`config.mk`:
```
export PLATFORM = sky130hd
export DESIGN_NAME = tetris_top
export DESIGN_NICKNAME = d
export VERILOG_FILES = /design/src/common/tetris_pkg.sv /design/src/common/display_pkg.sv /design/src/logic/move_decoder.sv /design/src/game/piece_shapes.sv /design/src/game/tetris_fsm.sv /design/src/logic/board_renderer.sv /design/src/logic/tetris_top.sv
export SDC_FILE = /design/constraint.sdc
export NUM_CORES = 2
export LEC_CHECK = 0
export BUFFER_PORTS_ARGS = -buffer_cell sky130_fd_sc_hd__buf_2
export CAP_MARGIN = 10
export CELL_PAD_IN_SITES_DETAIL_PLACEMENT = 2
export CELL_PAD_IN_SITES_GLOBAL_PLACEMENT = 2
export CORE_ASPECT_RATIO = 0.6
export CORE_MARGIN = 1
export CORE_UTILIZATION = 42
export CTS_BUF_LIST = sky130_fd_sc_hd__clkbuf_16
export DETAILED_ROUTE_END_ITERATION = 8
export GPL_TIMING_DRIVEN = 0
export PLACE_DENSITY_LB_ADDON = 0.1
export RECOVER_POWER = 100
export REMOVE_ABC_BUFFERS = 1
export SYNTH_ARGS = -nofsm -noshare
export SYNTH_HDL_FRONTEND = slang
export SYNTH_SLANG_ARGS = --single-unit
```
`constraint.sdc`:
```
create_clock -name hz100 -period 10.15 [get_ports hz100]
set_input_delay 2.03 -clock hz100 [delete_from_list [all_inputs] [get_ports hz100]]
set_output_delay 2.03 -clock hz100 [all_outputs]
set_load 0.005 [all_outputs]
```
`src/common/tetris_pkg.sv`:
```
`default_nettype none

package tetris_pkg;

  // well size in cells
  localparam int board_rows_c = 20;
  localparam int board_cols_c = 10;

  // {red, green, blue}, all zero marks an empty cell
  typedef logic [2:0] color_t;

  localparam color_t color_black_c = 3'b000;
  localparam color_t color_white_c = 3'b111;

  // one color per piece
  localparam color_t color_i_c = 3'b011;
  localparam color_t color_o_c = 3'b110;
  localparam color_t color_t_c = 3'b101;
  localparam color_t color_s_c = 3'b010;
  localparam color_t color_z_c = 3'b100;
  localparam color_t color_j_c = 3'b001;
  localparam color_t color_l_c = 3'b111;

  // stored well, index [row][col], row 0 at the top
  typedef color_t [board_rows_c-1:0][board_cols_c-1:0] board_t;

  typedef logic [4:0] row_t;
  typedef logic [3:0] col_t;

  // move command codes
  typedef enum logic [2:0] {
    move_right = 3'd0,
    move_left  = 3'd1,
    move_rot_r = 3'd2,
    move_rot_l = 3'd3,
    move_down  = 3'd4,
    move_none  = 3'd7
  } move_t;

  // listed in spawn order
  typedef enum logic [2:0] {
    p_i = 3'd0,
    p_o = 3'd1,
    p_t = 3'd2,
    p_s = 3'd3,
    p_z = 3'd4,
    p_j = 3'd5,
    p_l = 3'd6
  } piece_t;

  // +1 is a clockwise quarter turn
  typedef logic [1:0] rot_t;

  // one occupied cell inside the 4x4 piece box
  typedef struct packed {
    logic [1:0] row;
    logic [1:0] col;
  } cell_ofs_t;

  typedef cell_ofs_t [3:0] shape_t;

  // box column at spawn, box row is 0
  localparam int spawn_col_c = 3;

endpackage

`default_nettype wire

```
`src/common/display_pkg.sv`:
```
`default_nettype none

package display_pkg;

  // screen coordinate, 640x480 fits
  typedef logic [9:0] pix_t;

  // edge of one square cell in pixels
  localparam int cell_px_c = 16;

  // top-left pixel of cell (0, 0)
  localparam int origin_x_c = 240;
  localparam int origin_y_c = 80;

  // frame one cell wide around the well
  localparam tetris_pkg::color_t border_color_c = tetris_pkg::color_white_c;

endpackage

`default_nettype wire

```
`src/logic/move_decoder.sv`:
```
`default_nettype none

module move_decoder
  import tetris_pkg::*;
(
  input  logic  hz100,
  input  logic  arst_n,
  input  logic  btn_right,
  input  logic  btn_left,
  input  logic  btn_rot_r,
  input  logic  btn_rot_l,
  input  logic  btn_down,
  output move_t move,
  output logic  move_valid
);

  // msb has highest priority
  logic [4:0] btn_raw;
  logic [4:0] sync_1;
  logic [4:0] sync_2;
  logic [4:0] btn_prev;
  logic [4:0] btn_rise;
  move_t      move_next;

  assign btn_raw = {btn_down, btn_right, btn_left, btn_rot_r, btn_rot_l};

  // two stage synchronizer, then last value for edge detect
  always_ff @(posedge hz100 or negedge arst_n) begin
    if (!arst_n) begin
      sync_1   <= '0;
      sync_2   <= '0;
      btn_prev <= '0;
    end else begin
      sync_1   <= btn_raw;
      sync_2   <= sync_1;
      btn_prev <= sync_2;
    end
  end

  // held button stays high, so only the first cycle counts
  assign btn_rise = sync_2 & ~btn_prev;

  // coinciding edges: down wins, rotate left loses
  always_comb begin
    move_next = move_none;
    if (btn_rise[4]) begin
      move_next = move_down;
    end else if (btn_rise[3]) begin
      move_next = move_right;
    end else if (btn_rise[2]) begin
      move_next = move_left;
    end else if (btn_rise[1]) begin
      move_next = move_rot_r;
    end else if (btn_rise[0]) begin
      move_next = move_rot_l;
    end
  end

  // one registered pulse per cycle, third edge after the press
  always_ff @(posedge hz100 or negedge arst_n) begin
    if (!arst_n) begin
      move       <= move_none;
      move_valid <= 1'b0;
    end else begin
      move       <= move_next;
      move_valid <= |btn_rise;
    end
  end

endmodule

`default_nettype wire

```
`src/game/piece_shapes.sv`:
```
`default_nettype none

module piece_shapes
  import tetris_pkg::*;
(
  input  piece_t piece,
  input  rot_t   rot,
  output shape_t shape,
  output color_t color
);

  // packs four (row, col) box offsets
  function automatic shape_t mk(input logic [1:0] r0, c0, r1, c1, r2, c2, r3, c3);
    shape_t s;
    s[0].row = r0;
    s[0].col = c0;
    s[1].row = r1;
    s[1].col = c1;
    s[2].row = r2;
    s[2].col = c2;
    s[3].row = r3;
    s[3].col = c3;
    return s;
  endfunction

  // rotations step clockwise inside the 4x4 box
  always_comb begin
    case ({piece, rot})
      // I: row 1, col 2, row 2, col 1
      {p_i, 2'd0}: shape = mk(2'd1, 2'd0, 2'd1, 2'd1, 2'd1, 2'd2, 2'd1, 2'd3);
      {p_i, 2'd1}: shape = mk(2'd0, 2'd2, 2'd1, 2'd2, 2'd2, 2'd2, 2'd3, 2'd2);
      {p_i, 2'd2}: shape = mk(2'd2, 2'd0, 2'd2, 2'd1, 2'd2, 2'd2, 2'd2, 2'd3);
      {p_i, 2'd3}: shape = mk(2'd0, 2'd1, 2'd1, 2'd1, 2'd2, 2'd1, 2'd3, 2'd1);
      // O never changes
      {p_o, 2'd0},
      {p_o, 2'd1},
      {p_o, 2'd2},
      {p_o, 2'd3}: shape = mk(2'd0, 2'd1, 2'd0, 2'd2, 2'd1, 2'd1, 2'd1, 2'd2);
      {p_t, 2'd0}: shape = mk(2'd0, 2'd1, 2'd1, 2'd0, 2'd1, 2'd1, 2'd1, 2'd2);
      {p_t, 2'd1}: shape = mk(2'd0, 2'd1, 2'd1, 2'd1, 2'd1, 2'd2, 2'd2, 2'd1);
      {p_t, 2'd2}: shape = mk(2'd1, 2'd0, 2'd1, 2'd1, 2'd1, 2'd2, 2'd2, 2'd1);
      {p_t, 2'd3}: shape = mk(2'd0, 2'd1, 2'd1, 2'd0, 2'd1, 2'd1, 2'd2, 2'd1);
      {p_s, 2'd0}: shape = mk(2'd0, 2'd1, 2'd0, 2'd2, 2'd1, 2'd0, 2'd1, 2'd1);
      {p_s, 2'd1}: shape = mk(2'd0, 2'd1, 2'd1, 2'd1, 2'd1, 2'd2, 2'd2, 2'd2);
      {p_s, 2'd2}: shape = mk(2'd1, 2'd1, 2'd1, 2'd2, 2'd2, 2'd0, 2'd2, 2'd1);
      {p_s, 2'd3}: shape = mk(2'd0, 2'd0, 2'd1, 2'd0, 2'd1, 2'd1, 2'd2, 2'd1);
      {p_z, 2'd0}: shape = mk(2'd0, 2'd0, 2'd0, 2'd1, 2'd1, 2'd1, 2'd1, 2'd2);
      {p_z, 2'd1}: shape = mk(2'd0, 2'd2, 2'd1, 2'd1, 2'd1, 2'd2, 2'd2, 2'd1);
      {p_z, 2'd2}: shape = mk(2'd1, 2'd0, 2'd1, 2'd1, 2'd2, 2'd1, 2'd2, 2'd2);
      {p_z, 2'd3}: shape = mk(2'd0, 2'd1, 2'd1, 2'd0, 2'd1, 2'd1, 2'd2, 2'd0);
      {p_j, 2'd0}: shape = mk(2'd0, 2'd0, 2'd1, 2'd0, 2'd1, 2'd1, 2'd1, 2'd2);
      {p_j, 2'd1}: shape = mk(2'd0, 2'd1, 2'd0, 2'd2, 2'd1, 2'd1, 2'd2, 2'd1);
      {p_j, 2'd2}: shape = mk(2'd1, 2'd0, 2'd1, 2'd1, 2'd1, 2'd2, 2'd2, 2'd2);
      {p_j, 2'd3}: shape = mk(2'd0, 2'd1, 2'd1, 2'd1, 2'd2, 2'd0, 2'd2, 2'd1);
      {p_l, 2'd0}: shape = mk(2'd0, 2'd2, 2'd1, 2'd0, 2'd1, 2'd1, 2'd1, 2'd2);
      {p_l, 2'd1}: shape = mk(2'd0, 2'd1, 2'd1, 2'd1, 2'd2, 2'd1, 2'd2, 2'd2);
      {p_l, 2'd2}: shape = mk(2'd1, 2'd0, 2'd1, 2'd1, 2'd1, 2'd2, 2'd2, 2'd0);
      {p_l, 2'd3}: shape = mk(2'd0, 2'd0, 2'd0, 2'd1, 2'd1, 2'd1, 2'd2, 2'd1);
      // unused piece code 7
      default:     shape = mk(2'd0, 2'd0, 2'd0, 2'd0, 2'd0, 2'd0, 2'd0, 2'd0);
    endcase
  end

  always_comb begin
    case (piece)
      p_i:     color = color_i_c;
      p_o:     color = color_o_c;
      p_t:     color = color_t_c;
      p_s:     color = color_s_c;
      p_z:     color = color_z_c;
      p_j:     color = color_j_c;
      p_l:     color = color_l_c;
      default: color = color_black_c;
    endcase
  end

endmodule

`default_nettype wire

```
`src/game/tetris_fsm.sv`:
```
`default_nettype none

module tetris_fsm
  import tetris_pkg::*;
#(
  parameter int drop_ticks = 100
) (
  input  logic       hz100,
  input  logic       arst_n,
  input  logic       start,
  input  move_t      move,
  input  logic       move_valid,
  output board_t     board,
  output row_t [3:0] cur_row,
  output col_t [3:0] cur_col,
  output color_t     cur_color,
  output logic       piece_active,
  output logic       game_over,
  output logic [7:0] score
);

  localparam int cnt_w = $clog2(drop_ticks + 1);

  typedef enum logic [2:0] {
    st_idle, st_fall, st_lock, st_clear, st_spawn, st_over
  } state_t;

  state_t            state;
  piece_t            piece;
  piece_t            next_piece;
  rot_t              rot;
  // box top-left, col goes negative for some rotations
  logic signed [5:0] pos_row;
  logic signed [5:0] pos_col;
  logic [cnt_w-1:0]  drop_cnt;
  logic              gravity_tick;
  logic              start_q;
  logic              start_rise;
  move_t             act_move;
  logic signed [5:0] trial_row;
  logic signed [5:0] trial_col;
  rot_t              trial_rot;
  shape_t            trial_shape;
  shape_t            cur_shape;
  logic              trial_fits;
  row_t              scan_row;
  logic              row_full;

  // trial position for the collision check
  piece_shapes u_trial_shape (
    .piece (piece),
    .rot   (trial_rot),
    .shape (trial_shape),
    .color ()
  );

  // current position, shown and locked
  piece_shapes u_cur_shape (
    .piece (piece),
    .rot   (rot),
    .shape (cur_shape),
    .color (cur_color)
  );

  assign piece_active = (state == st_fall);
  assign game_over    = (state == st_over);
  assign start_rise   = start & ~start_q;
  assign gravity_tick = (drop_cnt == cnt_w'(drop_ticks - 1));
  assign next_piece   = (piece == p_l) ? p_i : piece_t'(piece + 3'd1);

  // button move first, gravity waits a cycle on a clash
  always_comb begin
    if (state != st_fall) begin
      act_move = move_none;
    end else if (move_valid) begin
      act_move = move;
    end else if (gravity_tick) begin
      act_move = move_down;
    end else begin
      act_move = move_none;
    end
  end

  always_comb begin
    trial_row = pos_row;
    trial_col = pos_col;
    trial_rot = rot;
    case (act_move)
      move_right: trial_col = pos_col + 6'sd1;
      move_left:  trial_col = pos_col - 6'sd1;
      move_rot_r: trial_rot = rot + 2'd1;
      move_rot_l: trial_rot = rot - 2'd1;
      move_down:  trial_row = pos_row + 6'sd1;
      default:    ;
    endcase
  end

  // every trial cell inside the well and empty
  always_comb begin
    logic signed [5:0] r;
    logic signed [5:0] c;
    trial_fits = 1'b1;
    for (int i = 0; i < 4; i++) begin
      r = trial_row + $signed({4'b0000, trial_shape[i].row});
      c = trial_col + $signed({4'b0000, trial_shape[i].col});
      if (r < 0 || r >= board_rows_c || c < 0 || c >= board_cols_c) begin
        trial_fits = 1'b0;
      end else if (board[r[4:0]][c[3:0]] != color_black_c) begin
        trial_fits = 1'b0;
      end
    end
  end

  // absolute cells, valid while falling
  always_comb begin
    logic signed [5:0] r;
    logic signed [5:0] c;
    for (int i = 0; i < 4; i++) begin
      r = pos_row + $signed({4'b0000, cur_shape[i].row});
      c = pos_col + $signed({4'b0000, cur_shape[i].col});
      cur_row[i] = r[4:0];
      cur_col[i] = c[3:0];
    end
  end

  always_comb begin
    row_full = 1'b1;
    for (int c = 0; c < board_cols_c; c++) begin
      if (board[scan_row][c] == color_black_c) begin
        row_full = 1'b0;
      end
    end
  end

  always_ff @(posedge hz100 or negedge arst_n) begin
    if (!arst_n) begin
      state    <= st_idle;
      board    <= '0;
      score    <= 8'd0;
      piece    <= p_l;
      rot      <= 2'd0;
      pos_row  <= 6'sd0;
      pos_col  <= 6'(spawn_col_c);
      drop_cnt <= '0;
      start_q  <= 1'b0;
      scan_row <= 5'd0;
    end else begin
      start_q <= start;
      case (state)
        st_idle, st_over: begin
          // fresh game, order continues where it stopped
          if (start_rise) begin
            board   <= '0;
            score   <= 8'd0;
            piece   <= next_piece;
            rot     <= 2'd0;
            pos_row <= 6'sd0;
            pos_col <= 6'(spawn_col_c);
            state   <= st_spawn;
          end
        end
        st_spawn: begin
          drop_cnt <= '0;
          state    <= trial_fits ? st_fall : st_over;
        end
        st_fall: begin
          if (gravity_tick) begin
            if (!move_valid) begin
              drop_cnt <= '0;
            end
          end else begin
            drop_cnt <= drop_cnt + 1'b1;
          end
          if (act_move != move_none) begin
            if (trial_fits) begin
              pos_row <= trial_row;
              pos_col <= trial_col;
              rot     <= trial_rot;
            end else if (act_move == move_down) begin
              state <= st_lock;
            end
          end
        end
        st_lock: begin
          for (int i = 0; i < 4; i++) begin
            board[cur_row[i]][cur_col[i]] <= cur_color;
          end
          // next piece loads now, hidden until spawn checks it
          piece    <= next_piece;
          rot      <= 2'd0;
          pos_row  <= 6'sd0;
          pos_col  <= 6'(spawn_col_c);
          scan_row <= row_t'(board_rows_c - 1);
          state    <= st_clear;
        end
        st_clear: begin
          // compact over a full row and rescan the same index
          if (row_full) begin
            for (int r = 1; r < board_rows_c; r++) begin
              if (r <= scan_row) begin
                board[r] <= board[r-1];
              end
            end
            board[0] <= '0;
            if (score != 8'd255) begin
              score <= score + 8'd1;
            end
          end else if (scan_row == 5'd0) begin
            state <= st_spawn;
          end else begin
            scan_row <= scan_row - 5'd1;
          end
        end
        default: state <= st_idle;
      endcase
    end
  end

endmodule

`default_nettype wire

```
`src/logic/board_renderer.sv`:
```
`default_nettype none

module board_renderer
  import tetris_pkg::*;
  import display_pkg::*;
(
  input  pix_t       pix_x,
  input  pix_t       pix_y,
  input  board_t     board,
  input  row_t [3:0] cur_row,
  input  col_t [3:0] cur_col,
  input  color_t     cur_color,
  input  logic       piece_active,
  output color_t     pix_color
);

  // well extent in pixels
  localparam int board_w_c = board_cols_c * cell_px_c;
  localparam int board_h_c = board_rows_c * cell_px_c;

  logic in_board;
  logic in_frame;
  pix_t ofs_x;
  pix_t ofs_y;
  row_t cell_row;
  col_t cell_col;
  logic on_piece;

  assign in_board = (pix_x >= origin_x_c) && (pix_x < origin_x_c + board_w_c) &&
                    (pix_y >= origin_y_c) && (pix_y < origin_y_c + board_h_c);

  // one cell of margin on every side
  assign in_frame = (pix_x >= origin_x_c - cell_px_c) &&
                    (pix_x < origin_x_c + board_w_c + cell_px_c) &&
                    (pix_y >= origin_y_c - cell_px_c) &&
                    (pix_y < origin_y_c + board_h_c + cell_px_c);

  // pixel to cell, only meaningful inside the well
  assign ofs_x    = pix_x - pix_t'(origin_x_c);
  assign ofs_y    = pix_y - pix_t'(origin_y_c);
  assign cell_col = col_t'(ofs_x / pix_t'(cell_px_c));
  assign cell_row = row_t'(ofs_y / pix_t'(cell_px_c));

  always_comb begin
    on_piece = 1'b0;
    for (int i = 0; i < 4; i++) begin
      if (piece_active && cur_row[i] == cell_row && cur_col[i] == cell_col) begin
        on_piece = 1'b1;
      end
    end
  end

  // live piece over stored cells, then frame, else black
  always_comb begin
    if (in_board) begin
      pix_color = on_piece ? cur_color : board[cell_row][cell_col];
    end else if (in_frame) begin
      pix_color = border_color_c;
    end else begin
      pix_color = color_black_c;
    end
  end

endmodule

`default_nettype wire

```
`src/logic/tetris_top.sv`:
```
`default_nettype none

module tetris_top
  import tetris_pkg::*;
  import display_pkg::*;
#(
  parameter int drop_ticks = 100
) (
  input  logic       hz100,
  input  logic       arst_n,
  input  logic       start,
  input  logic       btn_right,
  input  logic       btn_left,
  input  logic       btn_rot_r,
  input  logic       btn_rot_l,
  input  logic       btn_down,
  input  pix_t       pix_x,
  input  pix_t       pix_y,
  output color_t     pix_color,
  output logic [7:0] score,
  output logic       game_over,
  output logic       piece_active
);

  move_t      move;
  logic       move_valid;
  board_t     board;
  row_t [3:0] cur_row;
  col_t [3:0] cur_col;
  color_t     cur_color;

  // buttons to one move pulse
  move_decoder u_move_decoder (
    .hz100      (hz100),
    .arst_n     (arst_n),
    .btn_right  (btn_right),
    .btn_left   (btn_left),
    .btn_rot_r  (btn_rot_r),
    .btn_rot_l  (btn_rot_l),
    .btn_down   (btn_down),
    .move       (move),
    .move_valid (move_valid)
  );

  tetris_fsm #(
    .drop_ticks (drop_ticks)
  ) u_tetris_fsm (
    .hz100        (hz100),
    .arst_n       (arst_n),
    .start        (start),
    .move         (move),
    .move_valid   (move_valid),
    .board        (board),
    .cur_row      (cur_row),
    .cur_col      (cur_col),
    .cur_color    (cur_color),
    .piece_active (piece_active),
    .game_over    (game_over),
    .score        (score)
  );

  // pixel lookup, no registers
  board_renderer u_board_renderer (
    .pix_x        (pix_x),
    .pix_y        (pix_y),
    .board        (board),
    .cur_row      (cur_row),
    .cur_col      (cur_col),
    .cur_color    (cur_color),
    .piece_active (piece_active),
    .pix_color    (pix_color)
  );

endmodule

`default_nettype wire

```
==> results of run 1 <==
[logic make-up after synthesis]
family / Yosys count / share of synthesized area, %
buffers and inverters: 826 / 4.64
adders and majority gates: 81 / 1.67
DFF: 660 / 24.3
and+or+nand+nor: 2521 / 16.1
muxes: 775 / 22.2
AOI/OAI and AO/OA: 2942 / 29.5
xor gates and xnor gates: 116 / 1.55
[through the flow]
stage,instances,hold slack [ns],cell area (sq um),setup TNS (ns)
CTS,9825,0.372,77200,0
detailed placement,9673,0.350,74300,-24.08
global placement,9342,0.335,67900,-
floorplan,7175,0.331,65100,-
[per-layer routing]
| layer | GRT overflow | track usage, % |
|---|---|---|
| met1 | 1 | 86.6 |
| met3 | 5 | 75.5 |
| met5 | 2 | 48.8 |
| met2 | 6 | 89.9 |
| met4 | 11 | 70.2 |
[timing repair]
action,in CTS
endpoints found under the hold margin,0
endpoints found under the setup margin,17
pin swaps,3
setup buffers,12
gates resized for setup,13
==> qor.yml, run 1 <==
yosys:
  ys_ff_latch: 660
  avgSynthCellArea_sq_um: 8.58
  synthTopCellsByCount: "nand2_1 (1,209), o21ai_0 (978), dfrtp_1 (653)"
  netlist_top_cells_area: "dfrtp_1 (24%), mux4_2 (19%), a22o_1 (7.4%), o21ai_0 (7.2%), nand2_1 (6.7%)"
  async_flop_share_pct: 100
  synth_cell_type_count: 99
  ys_warn_count: 0
  synth.most_common_cell: "nand2_1"
  synth_top_area_share_pct: 24.1
  seq_area_frac_synth_pct: 24.3
  syn_inst: 7921
  ys.flop_type: "dfrtp_1"
  synth_edf_count: 0
  synth_top_cell_by_area: "dfrtp_1"
  synth_area_sq_um: 67900
timing:
  worst-ep-kind: "register input"
  crit_endpoint: "u_tetris_fsm.pos_row[5]$_DFFE_PN0P_/D"
clock_network:
  cts_buffers: 79
  clock_sinks: 660
  htree_levels: 3
  cts_root_buffer: "clkbuf_16"
  clk_path_buf_depth: 3
  cts_hold_repair.buffers: 0
floorplan:
  ioPinCount: 41
  rows: 113
  die_w_microns: 521
  start_util_pct: 42.6
  die_y_microns: 314
placement:
  gp_congestion: 1.18
  hpwl_mm: 420
  io_buffers: 40
  pre_cts_ws_ns: -1.58
grt:
  grtUsageTotal_pct: 81.9
  gr-total-overflow: 25
  grt_max_degree: 115
  antenna_found_initial: 121
status:
  status: "did not finish"
  error: "[ERROR GRT-0232] Routing congestion too high. Check the congestion heatmap in the GUI."
  lastStage: "global routing"
==> run 2, diff against run 1 <==
Settings changed: CELL_PAD_IN_SITES_DETAIL_PLACEMENT 2 to unset, CELL_PAD_IN_SITES_GLOBAL_PLACEMENT 2 to unset, CORE_ASPECT_RATIO 0.6 to unset, CORE_UTILIZATION 42 to 32, CTS_BUF_LIST sky130_fd_sc_hd__clkbuf_16 to unset, PLACE_DENSITY_LB_ADDON 0.1 to 0.15.
==> run 2 against run 1 <==
The flow now finishes, with violations (max-capacitance violations, max-slew violations, negative setup slack). Area after synthesis unchanged. Synthesized cell count unchanged.
==> qor.yml, run 2 <==
timing:
  relSlewSlack_pct: -215
  grt_setup_unrepaired: "false"
  setup_ws_ns: -0.285
  finalMaxSlewViolations: 352
  setup-violations-final: 208
  hold_viol: 0
  fmax_mhz: 95.8
  skew_ns: 0.0377
  timing.hold.ws_ns: 0.350
  final.min_clock_period_ns: 10.43
  period_share_pct: 103
  tightestPinTransition_ns: 4.72
setup_path:
  path_cells: "buf_16 > nor2_1 > buf_8 > nand2_1 > buf_12 > o22ai_1 > o21ai_0 > o21ai_0 > a32oi_1 > a311oi_1 > nand3_1 > o21ai_0 > a32oi_4 > buf_16 > buf_16 > a21oi_2 > clkbuf_2 > o21ai_0 > a22o_1"
  reg2reg_depth: 19
  cp.depth: 19
  criticalPathCategory: "flip-flop to flip-flop"
  cpMaxStageDelayCell: "nor2_1"
  cpMostUsedCell: "o21ai_0"
  path_buf_inv: 6
  rrSetupSlack_ns: -0.28
  regToRegStartpoint: "u_tetris_fsm.scan_row[2]$_DFFE_PN0P_"
  cp_top_family: "compound AO/OA/AOI/OAI gates"
  timing.rr.end: "u_tetris_fsm.board[184]$_DFFE_PN0P_"
  crit_fanout: 65
  arrival_ns: 11.10
  worst_path_largest_cell_delay_ns: 1.20
  crit_path_end_kind: "flip-flop"
  critPathLaunch: "u_tetris_fsm.scan_row[2]$_DFFE_PN0P_"
  crit_path_end: "u_tetris_fsm.board[184]$_DFFE_PN0P_"
  cp-start-kind: "flip-flop"
  cp_data_required_time_ns: 10.81
detailed_routing:
  drcViolationCount: 0
  routed_via_density: 7.38
  wl_mm: 478
  ant_nets: 0
  dr.pass1.iters: 7
  drtIter0Drc: 13000
  vias: 78200
  wl_per_cell_microns: 45.1
grt:
  grt_pass1_vias: 70800
  gr-total-overflow: 0
  grtUsageTotal_pct: 43.2
  grt_pass1_wl_mm: 642
  antenna_found_initial: 53
  grt_max_degree: 110
yosys:
  ys_warn_count: 0  # unchanged
  seq_area_frac_synth_pct: 24.3  # unchanged
  synthTopCellsByCount: "nand2_1 (1,209), o21ai_0 (978), dfrtp_1 (653)"
  synth_edf_count: 0  # unchanged
  syn_inst: 7921  # unchanged
  netlist_top_cells_area: "dfrtp_1 (24%), mux4_2 (19%), a22o_1 (7.4%), o21ai_0 (7.2%), nand2_1 (6.7%)"
  synth_cell_type_count: 99  # unchanged
  ys.flop_type: "dfrtp_1"
  synth_top_cell_by_area: "dfrtp_1"
  async_flop_share_pct: 100  # unchanged
  synth_area_sq_um: 67900  # unchanged
  ys_ff_latch: 660  # unchanged
  avgSynthCellArea_sq_um: 8.58  # unchanged
  synth.most_common_cell: "nand2_1"
  synth_top_area_share_pct: 24.1  # unchanged
cells_and_area:
  drive_gt1_share_pct: 17.2
  reg.largest.list: "u_tetris_fsm.board: 600 flops, u_tetris_fsm.score: 8 flops, u_tetris_fsm.drop_cnt: 7 flops"
  final_cells: 10600
  layout_common_cells: "nand2_1 (1,205), o21ai_0 (973), dfrtp_1 (647)"
  largest_reg_flops: 600
  final_common_cell: "nand2_1"
  largest-register: "u_tetris_fsm.board"
  area_growth_pct: 15.6
  nNetsFinal: 7783
  stdcell_area_sq_um: 78500
flow_run:
  drv_cap: 12
clock_network:
  cts_hold_repair.buffers: 0  # unchanged
  path_clk_slew_ns: 0.06
  clk_path_buf_depth: 3  # unchanged
  cts_tree: "built"
  worst_skew_pair.late_latency_ns: 0.80
  cts_root_buffer: "clkbuf_16"
  clock_sinks: 660  # unchanged
  htree_levels: 3  # unchanged
  cts_buffers: 91  # +15%
hold_path:
  hp-class: "flip-flop to flip-flop"
placement:
  gp_congestion: 1.07  # -8.9%
  post-place-cells: 10400  # +7.2%
  io_buffers: 40  # unchanged
  hpwl_mm: 364  # -13%
  placed_area_sq_um: 75500  # +1.5%
floorplan:
  start_util_pct: 32.3  # -10 points
  core_sq_um: 210000
  die_y_microns: 463  # +48%
  dieArea_sq_um: 214000
  rows: 168  # +49%
  die_w_microns: 463  # -11%
  ioPinCount: 41  # unchanged
power:
  p_leak_nw: 28.1
  power_mw: 24.3
  ir_worst_vdd_mv: 0.504
  power.density_nw_per_um2: 309
status:
  failed_checks: "max-capacitance violations, max-slew violations, negative setup slack"
  status: "finished, violations left"
[run 2: cell counts after synthesis]
Identical to the previous run, type by type.
[run 2: through the flow]
stage	TNS, ns	setup slack (ns)	util (%)
after CTS	0	0.0159	37.4
final	-28.80	-0.285	37.4
after global placement	-	-86.80	32.7
after global routing	0	0.111	37.3
after floorplan	-	-32.94	-
after detailed placement	-3.82	-0.402	35.9
[run 2: cells by family after synthesis]
| logic type | after synthesis | synth area share, % |
|---|---|---|
| multiplexers | 775 | 22.2 |
| AND/OR/NAND/NOR | 2521 | 16.1 |
| flip-flops | 660 | 24.3 |
| XOR/XNOR | 116 | 1.55 |
| buffers and inverters | 826 | 4.64 |
| adder cells (fa/ha/maj) | 81 | 1.67 |
| AO/OA/AOI/OAI | 2942 | 29.5 |
[run 2: area by class of cell]
cell class,instances,area [sq um]
tap,2805,3510
clock inverter,41,537
multi-input combinational,6435,49100
clock buffer,119,2530
inverter,80,304
fill,21300,132000
sequential,660,16500
timing repair buffer,409,5890
antenna,43,108
[run 2: power breakdown]
part,switching [mW],internal (mW)
Clock,1.46,1.99
Combinational,13.1,4.77
Sequential,0.301,2.70
Total,14.8,9.46
[run 2: how the worst min path moves through the flow]
| stage | startpoint | endpoint | slack [ns] | cells past startpoint |
|---|---|---|---|---|
| finish | u_move_decoder.sync_1[4]$_DFF_PN0_ | u_move_decoder.sync_2[4]$_DFF_PN0_ | 0.35 | 0 |
| global route | u_move_decoder.sync_1[4]$_DFF_PN0_ | u_move_decoder.sync_2[4]$_DFF_PN0_ | 0.35 | 0 |
| CTS | u_move_decoder.sync_1[4]$_DFF_PN0_ | u_move_decoder.sync_2[4]$_DFF_PN0_ | 0.35 | 0 |
| detailed placement | u_move_decoder.sync_1[4]$_DFF_PN0_ | u_move_decoder.sync_2[4]$_DFF_PN0_ | 0.34 | 0 |
| global placement | u_move_decoder.sync_1[4]$_DFF_PN0_ | u_move_decoder.sync_2[4]$_DFF_PN0_ | 0.34 | 0 |
| floorplan | u_move_decoder.sync_1[0]$_DFF_PN0_ | u_move_decoder.sync_2[0]$_DFF_PN0_ | 0.33 | 0 |
[run 2: routing by layer]
layer	vias to the layer above	routed length, microns	track usage, %	share of wire, %
met3	1299	69500	19.9	15
met5	-	685	1.74	0.14
met1	39900	182000	54.9	38
li1	30600	-	-	-
met2	6316	185000	57.9	39
met4	40	39800	28.3	8.3
[run 2: repair_timing]
| action | 4_1_cts | 5_1_grt |
|---|---|---|
| endpoints found under the setup margin | 17 | 17 |
| resized for setup | 3 | 4 |
| pin swaps | 1 | 1 |
| setup buffers | 3 | 2 |
| endpoints found under the hold margin | 0 | 0 |
Power figures use the tool's default switching activity.
